[src/hw/rp_bus_pkg.sv]
// system bus definitions shared by the decoder and the register slaves, referenced by scope
package rp_bus_pkg;

  localparam int bus_dw_c     = 32;                     // data word
  localparam int bus_aw_c     = 32;                     // byte address
  localparam int region_num_c = 8;                      // decoded regions
  localparam int region_w_c   = $clog2(region_num_c);   // region field, 3 bits
  localparam int region_lsb_c = 20;                     // region field sits above a 1 MB offset

  // region numbers, 3 to 7 are left unmapped
  typedef enum logic [region_w_c-1:0] {
    region_hk  = 'd0,
    region_asg = 'd1,
    region_pid = 'd2
  } reg_region_e;

  localparam logic [bus_dw_c-1:0] hk_id_c = 32'h5250_0a01;  // board id word

  // byte offsets inside a region
  localparam logic [region_lsb_c-1:0] hk_id_ofs_c    = 'h000;
  localparam logic [region_lsb_c-1:0] hk_loop_ofs_c  = 'h004;
  localparam logic [region_lsb_c-1:0] hk_led_ofs_c   = 'h008;
  localparam logic [region_lsb_c-1:0] asg_ctrl_ofs_c = 'h000;  // bit per channel enable
  localparam logic [region_lsb_c-1:0] asg_tbl_ofs_c  = 'h100;  // table base, word per entry
  localparam logic [region_lsb_c-1:0] pid_sp_ofs_c   = 'h000;  // ch a, ch b at +4
  localparam logic [region_lsb_c-1:0] pid_kp_ofs_c   = 'h010;  // ch a, ch b at +4

  // one address word, seen whole or split into region and offset
  typedef union packed {
    logic [bus_aw_c-1:0] word;
    struct packed {
      logic [bus_aw_c-region_lsb_c-region_w_c-1:0] unused;
      logic [region_w_c-1:0]                       region;  // decoder view
      logic [region_lsb_c-1:0]                     offset;  // slave view
    } fld;
  } sys_addr_u;

endpackage

[src/hw/rp_analog_pkg.sv]
// sample formats and data path limits of the adc/dac path, referenced by scope
package rp_analog_pkg;

  localparam int adc_raw_w_c = 16;  // pin word, low 2 bits reserved
  localparam int smp_w_c     = 14;  // converter resolution
  localparam int ch_num_c    = 2;   // channels a and b

  typedef logic signed [smp_w_c-1:0] smp_t;  // two's complement sample

  localparam smp_t smp_max_c = smp_t'(8191);   // positive full scale
  localparam smp_t smp_min_c = smp_t'(-8192);  // negative full scale

  // asg table
  localparam int tbl_depth_c = 64;
  localparam int tbl_aw_c    = $clog2(tbl_depth_c);  // play pointer width

  // proportional gain, kp of 256 is unity
  localparam int kp_w_c     = 16;
  localparam int kp_shift_c = 8;

endpackage

[src/hw/sys_bus_if.sv]
// one decoded system bus region, the decoder is master and a register bank is slave
interface sys_bus_if;

  rp_bus_pkg::sys_addr_u             addr;   // full address
  logic [rp_bus_pkg::bus_dw_c-1:0]   wdata;
  logic                              wen;    // single cycle write strobe
  logic                              ren;    // single cycle read strobe
  logic [rp_bus_pkg::bus_dw_c-1:0]   rdata;  // valid with ack
  logic                              ack;    // one cycle after the strobe
  logic                              err;

  modport master (output addr, wdata, wen, ren, input rdata, ack, err);
  modport slave (input addr, wdata, wen, ren, output rdata, ack, err);

endinterface

[src/hw/sys_bus_decoder.sv]
// splits the cpu system bus into eight regions by address bits 22:20 and muxes the answers back
module sys_bus_decoder (
  input  logic                            adc_clk,
  input  logic                            rst_n_i,
  input  logic [rp_bus_pkg::bus_aw_c-1:0] sys_addr_i,
  input  logic [rp_bus_pkg::bus_dw_c-1:0] sys_wdata_i,
  input  logic                            sys_wen_i,
  input  logic                            sys_ren_i,
  output logic [rp_bus_pkg::bus_dw_c-1:0] sys_rdata_o,
  output logic                            sys_ack_o,
  output logic                            sys_err_o,
  sys_bus_if.master                       hk_o,
  sys_bus_if.master                       asg_o,
  sys_bus_if.master                       pid_o
);

  rp_bus_pkg::sys_addr_u               addr;
  logic [rp_bus_pkg::region_num_c-1:0] cs;         // one hot region select
  logic                                mapped;
  rp_bus_pkg::reg_region_e             region_q;   // region of the access in flight
  logic                                unm_ack_q;  // own answer for empty regions

  assign addr.word = sys_addr_i;
  assign cs        = rp_bus_pkg::region_num_c'(1) << addr.fld.region;
  assign mapped    = cs[rp_bus_pkg::region_hk] | cs[rp_bus_pkg::region_asg]
                   | cs[rp_bus_pkg::region_pid];

  // address and data broadcast, strobes only to the selected region
  assign hk_o.addr   = addr;
  assign hk_o.wdata  = sys_wdata_i;
  assign hk_o.wen    = sys_wen_i & cs[rp_bus_pkg::region_hk];
  assign hk_o.ren    = sys_ren_i & cs[rp_bus_pkg::region_hk];
  assign asg_o.addr  = addr;
  assign asg_o.wdata = sys_wdata_i;
  assign asg_o.wen   = sys_wen_i & cs[rp_bus_pkg::region_asg];
  assign asg_o.ren   = sys_ren_i & cs[rp_bus_pkg::region_asg];
  assign pid_o.addr  = addr;
  assign pid_o.wdata = sys_wdata_i;
  assign pid_o.wen   = sys_wen_i & cs[rp_bus_pkg::region_pid];
  assign pid_o.ren   = sys_ren_i & cs[rp_bus_pkg::region_pid];

  always_ff @(posedge adc_clk)
  begin
    if (!rst_n_i)
    begin
      region_q  <= rp_bus_pkg::region_hk;
      unm_ack_q <= 1'b0;
    end
    else
    begin
      if (sys_wen_i | sys_ren_i)
        region_q <= rp_bus_pkg::reg_region_e'(addr.fld.region);  // held until the ack
      unm_ack_q <= (sys_wen_i | sys_ren_i) & ~mapped;
    end
  end

  // return path follows the region latched at the strobe
  always_comb
  begin
    sys_rdata_o = '0;         // empty regions read zero
    sys_ack_o   = unm_ack_q;
    sys_err_o   = 1'b0;
    case (region_q)
      rp_bus_pkg::region_hk:
      begin
        sys_rdata_o = hk_o.rdata;
        sys_ack_o   = hk_o.ack;
        sys_err_o   = hk_o.err;
      end
      rp_bus_pkg::region_asg:
      begin
        sys_rdata_o = asg_o.rdata;
        sys_ack_o   = asg_o.ack;
        sys_err_o   = asg_o.err;
      end
      rp_bus_pkg::region_pid:
      begin
        sys_rdata_o = pid_o.rdata;
        sys_ack_o   = pid_o.ack;
        sys_err_o   = pid_o.err;
      end
      default: ;
    endcase
  end

endmodule

[src/hw/analog_frontend.sv]
// adc capture with negative slope conversion, digital loop switch, dac sum, clamp and dac register
module analog_frontend (
  input  logic                                                 adc_clk,
  input  logic                                                 rst_n_i,
  input  logic [rp_analog_pkg::adc_raw_w_c-1:0]                adc_a_dat_i,
  input  logic [rp_analog_pkg::adc_raw_w_c-1:0]                adc_b_dat_i,
  input  logic                                                 digital_loop_i,
  input  rp_analog_pkg::smp_t [rp_analog_pkg::ch_num_c-1:0]    asg_i,
  input  rp_analog_pkg::smp_t [rp_analog_pkg::ch_num_c-1:0]    pid_i,
  output rp_analog_pkg::smp_t [rp_analog_pkg::ch_num_c-1:0]    adc_o,
  output logic [rp_analog_pkg::smp_w_c-1:0]                    dac_a_dat_o,
  output logic [rp_analog_pkg::smp_w_c-1:0]                    dac_b_dat_o
);

  localparam int sw = rp_analog_pkg::smp_w_c;  // short alias for the slices below

  logic [sw-1:0]        adc_q   [rp_analog_pkg::ch_num_c];  // raw pin register
  logic signed [sw:0]   dac_sum [rp_analog_pkg::ch_num_c];  // one guard bit
  rp_analog_pkg::smp_t  dac_sat [rp_analog_pkg::ch_num_c];

  //////////////////////////////////////////////////////////////////////
  // adc side

  // top 14 bits of the pin word, reserved lsbs dropped
  always_ff @(posedge adc_clk)
  begin
    adc_q[0] <= adc_a_dat_i[rp_analog_pkg::adc_raw_w_c-1 -: sw];
    adc_q[1] <= adc_b_dat_i[rp_analog_pkg::adc_raw_w_c-1 -: sw];
  end

  always_comb
  begin
    for (int ch = 0; ch < rp_analog_pkg::ch_num_c; ch++)
    begin
      dac_sum[ch] = $signed(asg_i[ch]) + $signed(pid_i[ch]);
      // top two bits differ, sum left the 14 bit range
      if (dac_sum[ch][sw] != dac_sum[ch][sw-1])
        dac_sat[ch] = dac_sum[ch][sw] ? rp_analog_pkg::smp_min_c : rp_analog_pkg::smp_max_c;
      else
        dac_sat[ch] = dac_sum[ch][sw-1:0];
      // loop on feeds the dac value back in place of the adc
      adc_o[ch] = digital_loop_i ? dac_sat[ch] : {adc_q[ch][sw-1], ~adc_q[ch][sw-2:0]};
    end
  end

  //////////////////////////////////////////////////////////////////////
  // dac side

  // back to negative slope offset binary, 0 maps to 1fff
  always_ff @(posedge adc_clk)
  begin
    if (!rst_n_i)
    begin
      dac_a_dat_o <= {1'b0, {(sw-1){1'b1}}};
      dac_b_dat_o <= {1'b0, {(sw-1){1'b1}}};
    end
    else
    begin
      dac_a_dat_o <= {dac_sat[0][sw-1], ~dac_sat[0][sw-2:0]};
      dac_b_dat_o <= {dac_sat[1][sw-1], ~dac_sat[1][sw-2:0]};
    end
  end

endmodule

[src/hw/house_keeping.sv]
// housekeeping bank in region 0: read-only board id, digital loop bit and led byte
module house_keeping (
  input  logic       adc_clk,
  input  logic       rst_n_i,
  output logic       digital_loop_o,
  output logic [7:0] led_o,
  sys_bus_if.slave   bus_i
);

  logic [rp_bus_pkg::region_lsb_c-1:0] ofs;  // offset inside the region

  assign ofs       = bus_i.addr.fld.offset;
  assign bus_i.err = 1'b0;  // no error responses

  // control registers and ack
  always_ff @(posedge adc_clk)
  begin
    if (!rst_n_i)
    begin
      digital_loop_o <= 1'b0;
      led_o          <= '0;
      bus_i.ack      <= 1'b0;
    end
    else
    begin
      bus_i.ack <= bus_i.wen | bus_i.ren;  // every strobe answered next cycle
      if (bus_i.wen)
      begin
        case (ofs)
          rp_bus_pkg::hk_loop_ofs_c: digital_loop_o <= bus_i.wdata[0];
          rp_bus_pkg::hk_led_ofs_c:  led_o          <= bus_i.wdata[7:0];
          default: ;                                  // id is read-only
        endcase
      end
    end
  end

  // read data, registered along with ack
  always_ff @(posedge adc_clk)
  begin
    if (bus_i.ren)
    begin
      case (ofs)
        rp_bus_pkg::hk_id_ofs_c:   bus_i.rdata <= rp_bus_pkg::hk_id_c;
        rp_bus_pkg::hk_loop_ofs_c: bus_i.rdata <= rp_bus_pkg::bus_dw_c'(digital_loop_o);
        rp_bus_pkg::hk_led_ofs_c:  bus_i.rdata <= rp_bus_pkg::bus_dw_c'(led_o);
        default:                   bus_i.rdata <= '0;
      endcase
    end
  end

endmodule

[src/hw/asg_table.sv]
// arbitrary signal generator in region 1: 64 entry table played one entry per clock on each channel
module asg_table (
  input  logic                                              adc_clk,
  input  logic                                              rst_n_i,
  output rp_analog_pkg::smp_t [rp_analog_pkg::ch_num_c-1:0] asg_o,
  sys_bus_if.slave                                          bus_i
);

  localparam int aw = rp_analog_pkg::tbl_aw_c;

  rp_analog_pkg::smp_t                  tbl [rp_analog_pkg::tbl_depth_c];  // waveform memory
  logic [rp_analog_pkg::ch_num_c-1:0]   ena_q;    // channel enables, ctrl bits 1:0
  logic [aw-1:0]                        ptr_q;    // play pointer
  logic [rp_bus_pkg::region_lsb_c-1:0]  ofs;
  logic [aw-1:0]                        tbl_idx;  // word index from the bus
  logic                                 tbl_hit;

  assign ofs       = bus_i.addr.fld.offset;
  assign tbl_idx   = ofs[2 +: aw];
  assign tbl_hit   = (ofs >> (aw + 2)) == (rp_bus_pkg::asg_tbl_ofs_c >> (aw + 2));
  assign bus_i.err = 1'b0;

  // control, pointer and playback register
  always_ff @(posedge adc_clk)
  begin
    if (!rst_n_i)
    begin
      ena_q     <= '0;
      ptr_q     <= '0;
      asg_o     <= '0;
      bus_i.ack <= 1'b0;
    end
    else
    begin
      bus_i.ack <= bus_i.wen | bus_i.ren;
      if (bus_i.wen && ofs == rp_bus_pkg::asg_ctrl_ofs_c)
        ena_q <= bus_i.wdata[rp_analog_pkg::ch_num_c-1:0];
      if (ena_q == '0)
        ptr_q <= '0;            // idle, restart from entry 0
      else
        ptr_q <= ptr_q + 1'b1;  // wraps at 64
      for (int ch = 0; ch < rp_analog_pkg::ch_num_c; ch++)
        asg_o[ch] <= ena_q[ch] ? tbl[ptr_q] : '0;  // disabled channel sits at 0
    end
  end

  // table port and bus read data
  always_ff @(posedge adc_clk)
  begin
    if (bus_i.wen && tbl_hit)
      tbl[tbl_idx] <= bus_i.wdata[rp_analog_pkg::smp_w_c-1:0];
    if (bus_i.ren)
    begin
      if (tbl_hit)
        bus_i.rdata <= rp_bus_pkg::bus_dw_c'(tbl[tbl_idx]);  // sign extended entry
      else if (ofs == rp_bus_pkg::asg_ctrl_ofs_c)
        bus_i.rdata <= rp_bus_pkg::bus_dw_c'(ena_q);
      else
        bus_i.rdata <= '0;
    end
  end

endmodule

[src/hw/pid_prop.sv]
// proportional controller in region 2, out = kp * (setpoint - adc) >> 8 per channel, saturated
module pid_prop (
  input  logic                                              adc_clk,
  input  logic                                              rst_n_i,
  input  rp_analog_pkg::smp_t [rp_analog_pkg::ch_num_c-1:0] adc_i,
  output rp_analog_pkg::smp_t [rp_analog_pkg::ch_num_c-1:0] pid_o,
  sys_bus_if.slave                                          bus_i
);

  localparam int sw = rp_analog_pkg::smp_w_c;
  localparam int kw = rp_analog_pkg::kp_w_c;

  rp_analog_pkg::smp_t               sp_q [rp_analog_pkg::ch_num_c];  // setpoints
  logic signed [kw-1:0]              kp_q [rp_analog_pkg::ch_num_c];  // gains
  logic signed [sw:0]                err  [rp_analog_pkg::ch_num_c];  // 15 bit difference
  logic signed [sw+kw:0]             prod [rp_analog_pkg::ch_num_c];
  logic signed [sw+kw-rp_analog_pkg::kp_shift_c:0] scl [rp_analog_pkg::ch_num_c];
  logic [rp_bus_pkg::region_lsb_c-1:0] ofs;

  assign ofs       = bus_i.addr.fld.offset;
  assign bus_i.err = 1'b0;

  always_comb
  begin
    for (int ch = 0; ch < rp_analog_pkg::ch_num_c; ch++)
    begin
      err[ch]  = sp_q[ch] - $signed(adc_i[ch]);
      prod[ch] = err[ch] * kp_q[ch];
      scl[ch]  = prod[ch][sw+kw:rp_analog_pkg::kp_shift_c];  // arithmetic shift by slicing
    end
  end

  // registers, gain stage output with clamp
  always_ff @(posedge adc_clk)
  begin
    if (!rst_n_i)
    begin
      sp_q      <= '{default: '0};
      kp_q      <= '{default: '0};
      pid_o     <= '0;
      bus_i.ack <= 1'b0;
    end
    else
    begin
      bus_i.ack <= bus_i.wen | bus_i.ren;
      for (int ch = 0; ch < rp_analog_pkg::ch_num_c; ch++)
      begin
        if (bus_i.wen && ofs == rp_bus_pkg::pid_sp_ofs_c + rp_bus_pkg::region_lsb_c'(4 * ch))
          sp_q[ch] <= bus_i.wdata[sw-1:0];
        if (bus_i.wen && ofs == rp_bus_pkg::pid_kp_ofs_c + rp_bus_pkg::region_lsb_c'(4 * ch))
          kp_q[ch] <= bus_i.wdata[kw-1:0];
        if (scl[ch] > rp_analog_pkg::smp_max_c)
          pid_o[ch] <= rp_analog_pkg::smp_max_c;
        else if (scl[ch] < rp_analog_pkg::smp_min_c)
          pid_o[ch] <= rp_analog_pkg::smp_min_c;
        else
          pid_o[ch] <= scl[ch][sw-1:0];
      end
    end
  end

  // readback, sign extended
  always_ff @(posedge adc_clk)
  begin
    if (bus_i.ren)
    begin
      bus_i.rdata <= '0;
      for (int ch = 0; ch < rp_analog_pkg::ch_num_c; ch++)
      begin
        if (ofs == rp_bus_pkg::pid_sp_ofs_c + rp_bus_pkg::region_lsb_c'(4 * ch))
          bus_i.rdata <= rp_bus_pkg::bus_dw_c'(sp_q[ch]);
        if (ofs == rp_bus_pkg::pid_kp_ofs_c + rp_bus_pkg::region_lsb_c'(4 * ch))
          bus_i.rdata <= rp_bus_pkg::bus_dw_c'(kp_q[ch]);
      end
    end
  end

endmodule

[src/hw/rp_top.sv]
// top of the adc/dac control core, bus decoder plus housekeeping, asg, pid and analog path
module rp_top (
  input  logic                                  adc_clk,
  input  logic                                  rst_n_i,
  input  logic [rp_analog_pkg::adc_raw_w_c-1:0] adc_a_dat_i,
  input  logic [rp_analog_pkg::adc_raw_w_c-1:0] adc_b_dat_i,
  input  logic [rp_bus_pkg::bus_aw_c-1:0]       sys_addr_i,
  input  logic [rp_bus_pkg::bus_dw_c-1:0]       sys_wdata_i,
  input  logic                                  sys_wen_i,
  input  logic                                  sys_ren_i,
  output logic [rp_bus_pkg::bus_dw_c-1:0]       sys_rdata_o,
  output logic                                  sys_ack_o,
  output logic                                  sys_err_o,
  output logic [rp_analog_pkg::smp_w_c-1:0]     dac_a_dat_o,
  output logic [rp_analog_pkg::smp_w_c-1:0]     dac_b_dat_o,
  output logic [7:0]                            led_o
);

  sys_bus_if hk_bus ();   // region 0
  sys_bus_if asg_bus ();  // region 1
  sys_bus_if pid_bus ();  // region 2

  logic                                              digital_loop;
  rp_analog_pkg::smp_t [rp_analog_pkg::ch_num_c-1:0] adc_smp;  // converted or looped back
  rp_analog_pkg::smp_t [rp_analog_pkg::ch_num_c-1:0] asg_smp;
  rp_analog_pkg::smp_t [rp_analog_pkg::ch_num_c-1:0] pid_smp;

  //////////////////////////////////////////////////////////////////////
  // system bus

  sys_bus_decoder i_dec (
    .adc_clk     (adc_clk),
    .rst_n_i     (rst_n_i),
    .sys_addr_i  (sys_addr_i),
    .sys_wdata_i (sys_wdata_i),
    .sys_wen_i   (sys_wen_i),
    .sys_ren_i   (sys_ren_i),
    .sys_rdata_o (sys_rdata_o),
    .sys_ack_o   (sys_ack_o),
    .sys_err_o   (sys_err_o),
    .hk_o        (hk_bus),
    .asg_o       (asg_bus),
    .pid_o       (pid_bus)
  );

  house_keeping i_hk (
    .adc_clk        (adc_clk),
    .rst_n_i        (rst_n_i),
    .digital_loop_o (digital_loop),
    .led_o          (led_o),
    .bus_i          (hk_bus)
  );

  //////////////////////////////////////////////////////////////////////
  // signal sources and analog path

  asg_table i_asg (
    .adc_clk (adc_clk),
    .rst_n_i (rst_n_i),
    .asg_o   (asg_smp),
    .bus_i   (asg_bus)
  );

  pid_prop i_pid (
    .adc_clk (adc_clk),
    .rst_n_i (rst_n_i),
    .adc_i   (adc_smp),
    .pid_o   (pid_smp),  // one register behind the adc samples
    .bus_i   (pid_bus)
  );

  analog_frontend i_afe (
    .adc_clk        (adc_clk),
    .rst_n_i        (rst_n_i),
    .adc_a_dat_i    (adc_a_dat_i),
    .adc_b_dat_i    (adc_b_dat_i),
    .digital_loop_i (digital_loop),
    .asg_i          (asg_smp),
    .pid_i          (pid_smp),
    .adc_o          (adc_smp),
    .dac_a_dat_o    (dac_a_dat_o),
    .dac_b_dat_o    (dac_b_dat_o)
  );

endmodule

[config.mk]
export PLATFORM = sky130hd
export DESIGN_NAME = rp_top
export DESIGN_NICKNAME = d
export VERILOG_FILES = /design/src/hw/rp_bus_pkg.sv /design/src/hw/rp_analog_pkg.sv /design/src/hw/sys_bus_if.sv /design/src/hw/sys_bus_decoder.sv /design/src/hw/analog_frontend.sv /design/src/hw/house_keeping.sv /design/src/hw/asg_table.sv /design/src/hw/pid_prop.sv /design/src/hw/rp_top.sv
export SDC_FILE = /design/constraint.sdc
export NUM_CORES = 2
export LEC_CHECK = 0
export BUFFER_PORTS_ARGS = -buffer_cell sky130_fd_sc_hd__clkbuf_2
export CAP_MARGIN = 20
export CORE_ASPECT_RATIO = 1.2
export CORE_UTILIZATION = 35
export CTS_CLUSTER_SIZE = 12
export DETAILED_ROUTE_END_ITERATION = 8
export GPL_TIMING_DRIVEN = 1
export PLACE_DENSITY_LB_ADDON = 0.1
export SLEW_MARGIN = 40
export SYNTH_ARGS = -nofsm -noshare
export SYNTH_HDL_FRONTEND = slang
export SYNTH_SLANG_ARGS = --single-unit
[constraint.sdc]
create_clock -name adc_clk -period 12.3 [get_ports adc_clk]
set_input_delay 2.46 -clock adc_clk [delete_from_list [all_inputs] [get_ports adc_clk]]
set_output_delay 2.46 -clock adc_clk [all_outputs]
set_load 0.01 [all_outputs]
### Yosys cells after proc, flatten, opt, wreduce, memory -nomap -nowiden

Memories as Yosys holds them, arrays and structs flattened. A register that Yosys moved wholly into a read port is not among the register bits.
Cells that the tools add are included.

| word-level totals | value |
|---|---|
| memories | 2 |
| output and inout port bits | 70 |
| logic and storage cells | 104 |
| RAM bits | 924 |
| register bits | 264 |

Memories:

| name | depth | width | rd ports | clocked after memory_dff | wr ports | RTL line | source |
|---|---|---|---|---|---|---|---|
| i_asg.tbl | 64 | 14 | 2 | 1 | 1 | asg_table.sv:11 | `rp_analog_pkg::smp_t tbl [rp_analog_pkg::tbl_depth_c];` |
| i_afe.adc_q | 2 | 14 | 2 | 0 | 2 | analog_frontend.sv:17 | `logic [sw-1:0] adc_q [rp_analog_pkg::ch_num_c];` |

| cells by class | value |
|---|---|
| shift-type cells | 1 |
| bitwise operators | 19 |
| reductions and logical operators | 16 |
| $lt $le $gt $ge | 4 |
| equality and inequality tests | 9 |
| add/subtract/negate cells | 5 |
| muxes and demuxes | 22 |
| multiply operators | 2 |

Operator list:

| operator | count |
|---|---|
| $mux 32 | 5 |
| $mux 14 | 8 |
| $pmux 32 s3 | 1 |
| $pmux 31 s3 | 1 |
| $mul 15x16->31 | 2 |
| $not 13->13 | 4 |
| $gt 23x14->1 const B | 2 |
| $lt 23x14->1 const B | 2 |
| $eq 20x5->1 const B | 2 |
| $add 14x14->15 | 2 |
| $sub 14x14->15 | 2 |
| $mux 13 | 2 |
| $eq 20x3->1 const B | 1 |
| $eq 20x4->1 const B | 1 |
| $logic_not 20->1 | 1 |
| $eq 12x1->1 const B | 1 |
| $reduce_and 2->1 | 4 |
| $and 1x1->1 | 7 |
| $add 6x1->6 const B | 1 |
| $logic_and 1x1->1 | 6 |
| $mux 6 | 1 |
| $or 1x1->1 | 6 |
| $reduce_or 2->1 | 3 |
| $eq 3x1->1 const B | 1 |
| other kinds (9) | 12 |

### Longest topological paths before layout

| depth | value |
|---|---|
| word-level depth | 9 |
| mapped depth | 51 |
| depth with buffers taken out | 47 |

### By module

A second synthesis with hierarchy kept.

| unflattened totals | value |
|---|---|
| cell total of the unflattened synthesis | 5767 |
| area total of the unflattened synthesis | 73356.6 um2 |

By module, submodules not included:

| module | area an instance (um2) | seq. area each (um2) | times used | cells each |
|---|---|---|---|---|
| asg_table | 43422.9 | 28066.9 | 1 | 2399 |
| pid_prop | 23032.1 | 2262.2 | 1 | 2558 |
| analog_frontend | 3156.8 | 1121.1 | 1 | 339 |
| sys_bus_decoder | 2743.9 | 80.1 | 1 | 372 |
| house_keeping | 1001.0 | 470.5 | 1 | 99 |

### Worst setup path after synthesis

Ideal clock, no wire load.

| timing | value |
|---|---|
| path kind | register to register |
| start point | register i_asg.asg_o[14] in the netlist's numbering (read register of i_asg.tbl) |
| end point | register i_pid.pid_o[14] in the netlist's numbering |
| period minus slack after synthesis | 11.531 ns |
| setup slack | 0.769 ns |
| buffers on the path | 5 |
| stages on the path, launching flop included | 48 |
| required time | 12.172 ns |
| arrival time | 11.403 ns |
| library setup time | 0.128 ns |
| path through | dfxtp_1 -> ha_1 -> fa_1 -> a21o_1 -> a21oi_1 -> o21bai_1 -> a21oi_1 -> o21bai_1 -> a41o_1 -> o41a_1 -> a31oi_1 -> clkbuf_1 -> buf_1 -> a21oi_1 -> o2bb2ai_1 -> ha_1 -> nor2b_1 -> o21ai_0 -> (+12 left out) -> fa_1 -> fa_1 -> inv_1 -> fa_1 -> inv_1 -> ha_1 -> buf_2 -> a21o_1 -> a21o_1 -> a21oi_1 -> nand2_1 -> o31a_1 -> a311oi_1 -> o221ai_1 -> or4b_4 -> o311ai_4 -> buf_6 -> o31ai_1 |

| between the ends | value |
|---|---|
| longest elaborated chain between the ends | 9 |
| elaborated cells between the ends (all ways) | 11 |
| classes of those cells | add/sub (2); mul (1); order compare (2); eq/ne (1); mux (5) |

RTL lines:

| item | RTL line | source |
|---|---|---|
| start, declared | asg_table.sv:5 | `output rp_analog_pkg::smp_t [rp_analog_pkg::ch_num_c-1:0] asg_o,` |
| $add 14x14->15 (*) | analog_frontend.sv:35 | `dac_sum[ch] = $signed(asg_i[ch]) + $signed(pid_i[ch]);` |
| $mux 14 / $ne 1x1->1 (equally long branches) | analog_frontend.sv:38, analog_frontend.sv:37 |  |
| $mux 14 (*) | analog_frontend.sv:37 | `if (dac_sum[ch][sw] != dac_sum[ch][sw-1])` |
| $mux 14 (*) | analog_frontend.sv:42 | `adc_o[ch] = digital_loop_i ? dac_sat[ch] : {adc_q[ch][sw-1], ~adc_q[ch][sw-2:0]};` |
| $sub 14x14->15 (*) | pid_prop.sv:27 | `err[ch] = sp_q[ch] - $signed(adc_i[ch]);` |
| $mul 15x16->31 (*) | pid_prop.sv:28 | `prod[ch] = err[ch] * kp_q[ch];` |
| $lt 23x14->1 | pid_prop.sv:54 | `else if (scl[ch] < rp_analog_pkg::smp_min_c)` |
| $mux 14 | pid_prop.sv:54 |  |
| $mux 13 (*) | pid_prop.sv:52 | `if (scl[ch] > rp_analog_pkg::smp_max_c)` |
| end signal, assigned by index | pid_prop.sv:53 | `pid_o[ch] <= rp_analog_pkg::smp_max_c;` |
| end signal, assigned by index | pid_prop.sv:55 | `pid_o[ch] <= rp_analog_pkg::smp_min_c;` |
| end signal, assigned by index | pid_prop.sv:57 | `pid_o[ch] <= scl[ch][sw-1:0];` |
| end, declared | pid_prop.sv:6 | `output rp_analog_pkg::smp_t [rp_analog_pkg::ch_num_c-1:0] pid_o,` |

Every way passes the cells marked *; elsewhere a longest branch is shown, timed or not.
A chain may end at the register's enable or synchronous reset.

### Final worst setup path

Same ends and word-level chain as after synthesis.

==> key figures <==
Run status
  • Status: complete, but fails checks
  • Failing checks: DRC

Synthesis
  • Most frequent cell after synthesis: edfxtp_1
  • Post-Synthesis Cells: 5,405
  • Synthesized area per cell: 13.1 um2
  • Commonest cells post-synth: edfxtp_1 (935), inv_1 (571), nand2_1 (529)
  • Synth top area share: 39.8%
  • Post-synthesis async set-or-reset flop share: 0%
  • Yosys warns: 0
  • Cell area after synthesis: 70,600 um2
  • Yosys cell types: 87
  • Top_reg_cell synth: edfxtp_1
  • Synth area leaders: edfxtp_1 (40%), fa_1 (13%), mux4_2 (13%), dfxtp_1 (5.6%), ha_1 (3.8%)
  • Sequential share of the synthesized area: 45.3%
  • Post-synth EDFFs: 935
  • Syn nets: 6,194
  • Yosys reg bits: 1,131
  • Top cell type by total area after synthesis: edfxtp_1

Setup path
  • Worst Path Arrival: 12.37 ns
  • Reg2reg start: i_asg.asg_o[14]
  • Worst setup path class: flop to flop
  • Worst-path cell with the longest stage delay: fa_1
  • CP max FO: 13
  • CP dominant cell by count: fa_1
  • CP max stage delay: 0.57 ns
  • Worst Setup SP: i_asg.asg_o[14]
  • CP required: 12.94 ns
  • Crit. End Element: flop
  • Critical Path Start Type: flop

Power
  • Flop pwr share: 48.3%
  • Leak: 29.6 nW
  • Clock power share: 44.7%
  • VDD IR-drop max: 170 uV
  • Switching fraction of total power: 23.9%
  • P_int: 6.58 mW
  • Comb pwr share: 7.0%
  • Net Sw Power: 2.07 mW
  • P per Cell Area: 108 nW/um2

Routing
  • ANT nets after route: 0
  • Vias: 45,700
  • Final wirelength: 231 mm
  • Vias per cell: 5.50
  • Routed WL per cell: 27.8 um
  • Detailed Route Iter0 Violations: 3,920
  • Residual DRC: 1
  • Total iterations of the first detailed-routing run: 9

CTS
  • Post-CTS Hold Fix Bufs: 0
  • Clock Tree Buf Depth: 3
  • Sinks on Clock Net: 1,131
  • H-tree levels: 4
  • Clock slew at reported path FFs: 0.06 ns
  • Clock Latency Late Sink: 0.80 ns
  • CTS tree: built
  • CTS Root Cell: clkbuf_16
  • Num CTS Buffers: 137

Place
  • Placed cell area: 75,300 um2
  • Port buffer count: 139
  • Final HPWL from detailed placement: 155 mm
  • Gpl congestion: 0.856

Die
  • Core Area: 200,000 um2
  • Die ar.: 204,000 um2
  • I/O pins: 170
  • Die Y: 494 um
  • Starting Density: 35.2%
  • # rows: 180
  • Die Wd: 412 um

STA
  • Fmax: 85.2 MHz
  • Min cycle time layout: 11.73 ns
  • Slew headroom: 36.8%
  • Final Hold Vio Count: 0
  • Final Skew: 0.0468 ns
  • Slew @ Worst Pin: 0.945 ns
  • Period utilisation layout: 95.4%
  • Final setup fails: 0
  • Sum of negative setup slack: 0 ns
  • Final Max Tran Viols: 0

GRT
  • Number of global-route vias before repair: 47,500
  • Total Routing Usage GR: 23.0%
  • Largest net degree at the start of global routing: 100
  • Global route overflow: 0
  • Initial antenna violation count: 11
  • First-pass GRT wire length: 336 mm

Cells and area
  • Multi-input logic area: 35,500 um2
  • Nets: 6,360
  • Reg area: 32,000 um2
  • Design Area, Final: 79,900 um2
  • Ratio of cells with drive above 1 in the final layout: 20.5%
  • Fillers: 19,000
  • Area grow syn2layout: 13.1%

Run
  • Max capacitance violation total: 0

Hold path
  • Worst Min Path Start: i_pid.kp_q[8]
  • Worst Hold Class: flop to flop
placed cells by master, fill, tap and decap left out, types with 55 or more instances in the layout:
| cell type | count |
|---|---|
| edfxtp_1 | 935 |
| buf_4 | 195 |
| and3_1 | 55 |
| fa_1 | 474 |
| ha_1 | 215 |
| mux2_2 | 64 |
| mux2i_1 | 214 |
| inv_1 | 571 |
| nor2_1 | 122 |
| xnor2_1 | 66 |
| mux4_2 | 403 |
| a21oi_1 | 312 |
| clkbuf_2 | 126 |
| clkbuf_16 | 140 |
| dfxtp_1 | 181 |
| nand2_1 | 528 |
| o21ai_0 | 102 |
| nor2_2 | 60 |
| and2_1 | 87 |
| o221ai_1 | 57 |
| o22ai_1 | 68 |
through the flow:
step                cells  util (%)  hold slack (ns)  setup WS [ns]  total power, mW
global placement     8060      37.5            0.442          0.315             4.85
global route         8311      39.9            0.475        -0.0619             8.91
finish               8315      39.9            0.454          0.566             8.65
detailed placement   8062      37.6            0.447          0.197             4.86
CTS                  8302      39.7            0.455          0.143             8.74
floorplan            5405         -            0.449          0.769             4.58
path summary, 6_finish.rpt:
kind	endpoint	slack [ns]	depth (start not counted)
setup reg to reg	i_pid.pid_o[14]	0.57	46
hold / removal	i_pid.kp_q[8]	0.45	2
setup / recovery	i_pid.pid_o[14]	0.57	46
hold reg to reg	i_pid.kp_q[8]	0.45	2
power by group through the flow:
stage | Sequential (mW) | Combinational, mW | Clock [mW]
after global routing | 4.17 | 0.648 | 4.09
final | 4.17 | 0.605 | 3.87
after CTS | 4.17 | 0.605 | 3.96
after global placement | 4.26 | 0.597 | 0
after detailed placement | 4.25 | 0.603 | 0
after floorplan | 4.25 | 0.326 | 0
worst max-delay path, delay by kind of cell (launching register included):
family / cells / cell delay [ns]
AOI/OAI and AO/OA: 27 / 5.14
adders and majority gates: 11 / 4.28
buffers and inverters: 5 / 0.66
DFF: 1 / 0.32
and+or+nand+nor: 3 / 1.20
final cells by class:
cell class | instances | area share [%]
diodes | 4 | 0.0125
clock buffers | 173 | 4.64
well taps | 2639 | 4.13
flip-flops and latches | 1131 | 40.1
clock inverters | 67 | 0.673
inverters | 573 | 2.70
repair buffers | 360 | 3.28
multi-input cells | 3368 | 44.5
flip-flops by register name, indices dropped and copies added (netlist names):
name and count:
i_asg.asg_o 28, i_afe.dac_b_dat_o 14, i_asg.ptr_q 6, i_pid.kp_q 32, i_asg.tbl 896, i_pid.bus_i.ack 1, i_pid.pid_o 28, i_dec.unm_ack_q 1
i_afe.dac_a_dat_o 14, i_afe.adc_q 28, i_asg.ena_q 2, i_hk.led_o 8, i_hk.bus_i.ack 1, i_dec.region_q 3, i_hk.digital_loop_o 1, i_pid.sp_q 28
i_asg.bus_i.rdata 14, i_asg.bus_i.ack 1, i_pid.bus_i.rdata 16, i_hk.bus_i.rdata 9
layer usage:
layer  GRT usage, %  vias to the layer above  wire (um)
met5              0                        -         34
met4           7.57                        4       8070
met3           2.87                      336      11600
met2           39.1                     1330     115000
met1           30.2                    24100      96600
li1               -                    20000          -
cell families (layout without fill, tap and decap cells):
| group | count (synthesis) | count (layout) | share of synthesized area, % |
|---|---|---|---|
| simple gates | 1082 | 1082 | 7.04 |
| other cells | 1 | 5 | 0.00531 |
| mux | 681 | 681 | 16.9 |
| flops | 1131 | 1131 | 45.3 |
| compound gates | 811 | 811 | 7.24 |
| buf+inv | 906 | 1173 | 4.96 |
| xor+xnor | 100 | 100 | 1.24 |
| fa+ha+maj | 693 | 693 | 17.3 |
what timing repair did:
item,CTS,global route
hold endpoints to repair,0,0
setup endpoints to repair,0,27
resized for setup,0,36
setup buffers,0,5
Note: power is estimated with default switching activity, not from simulation.
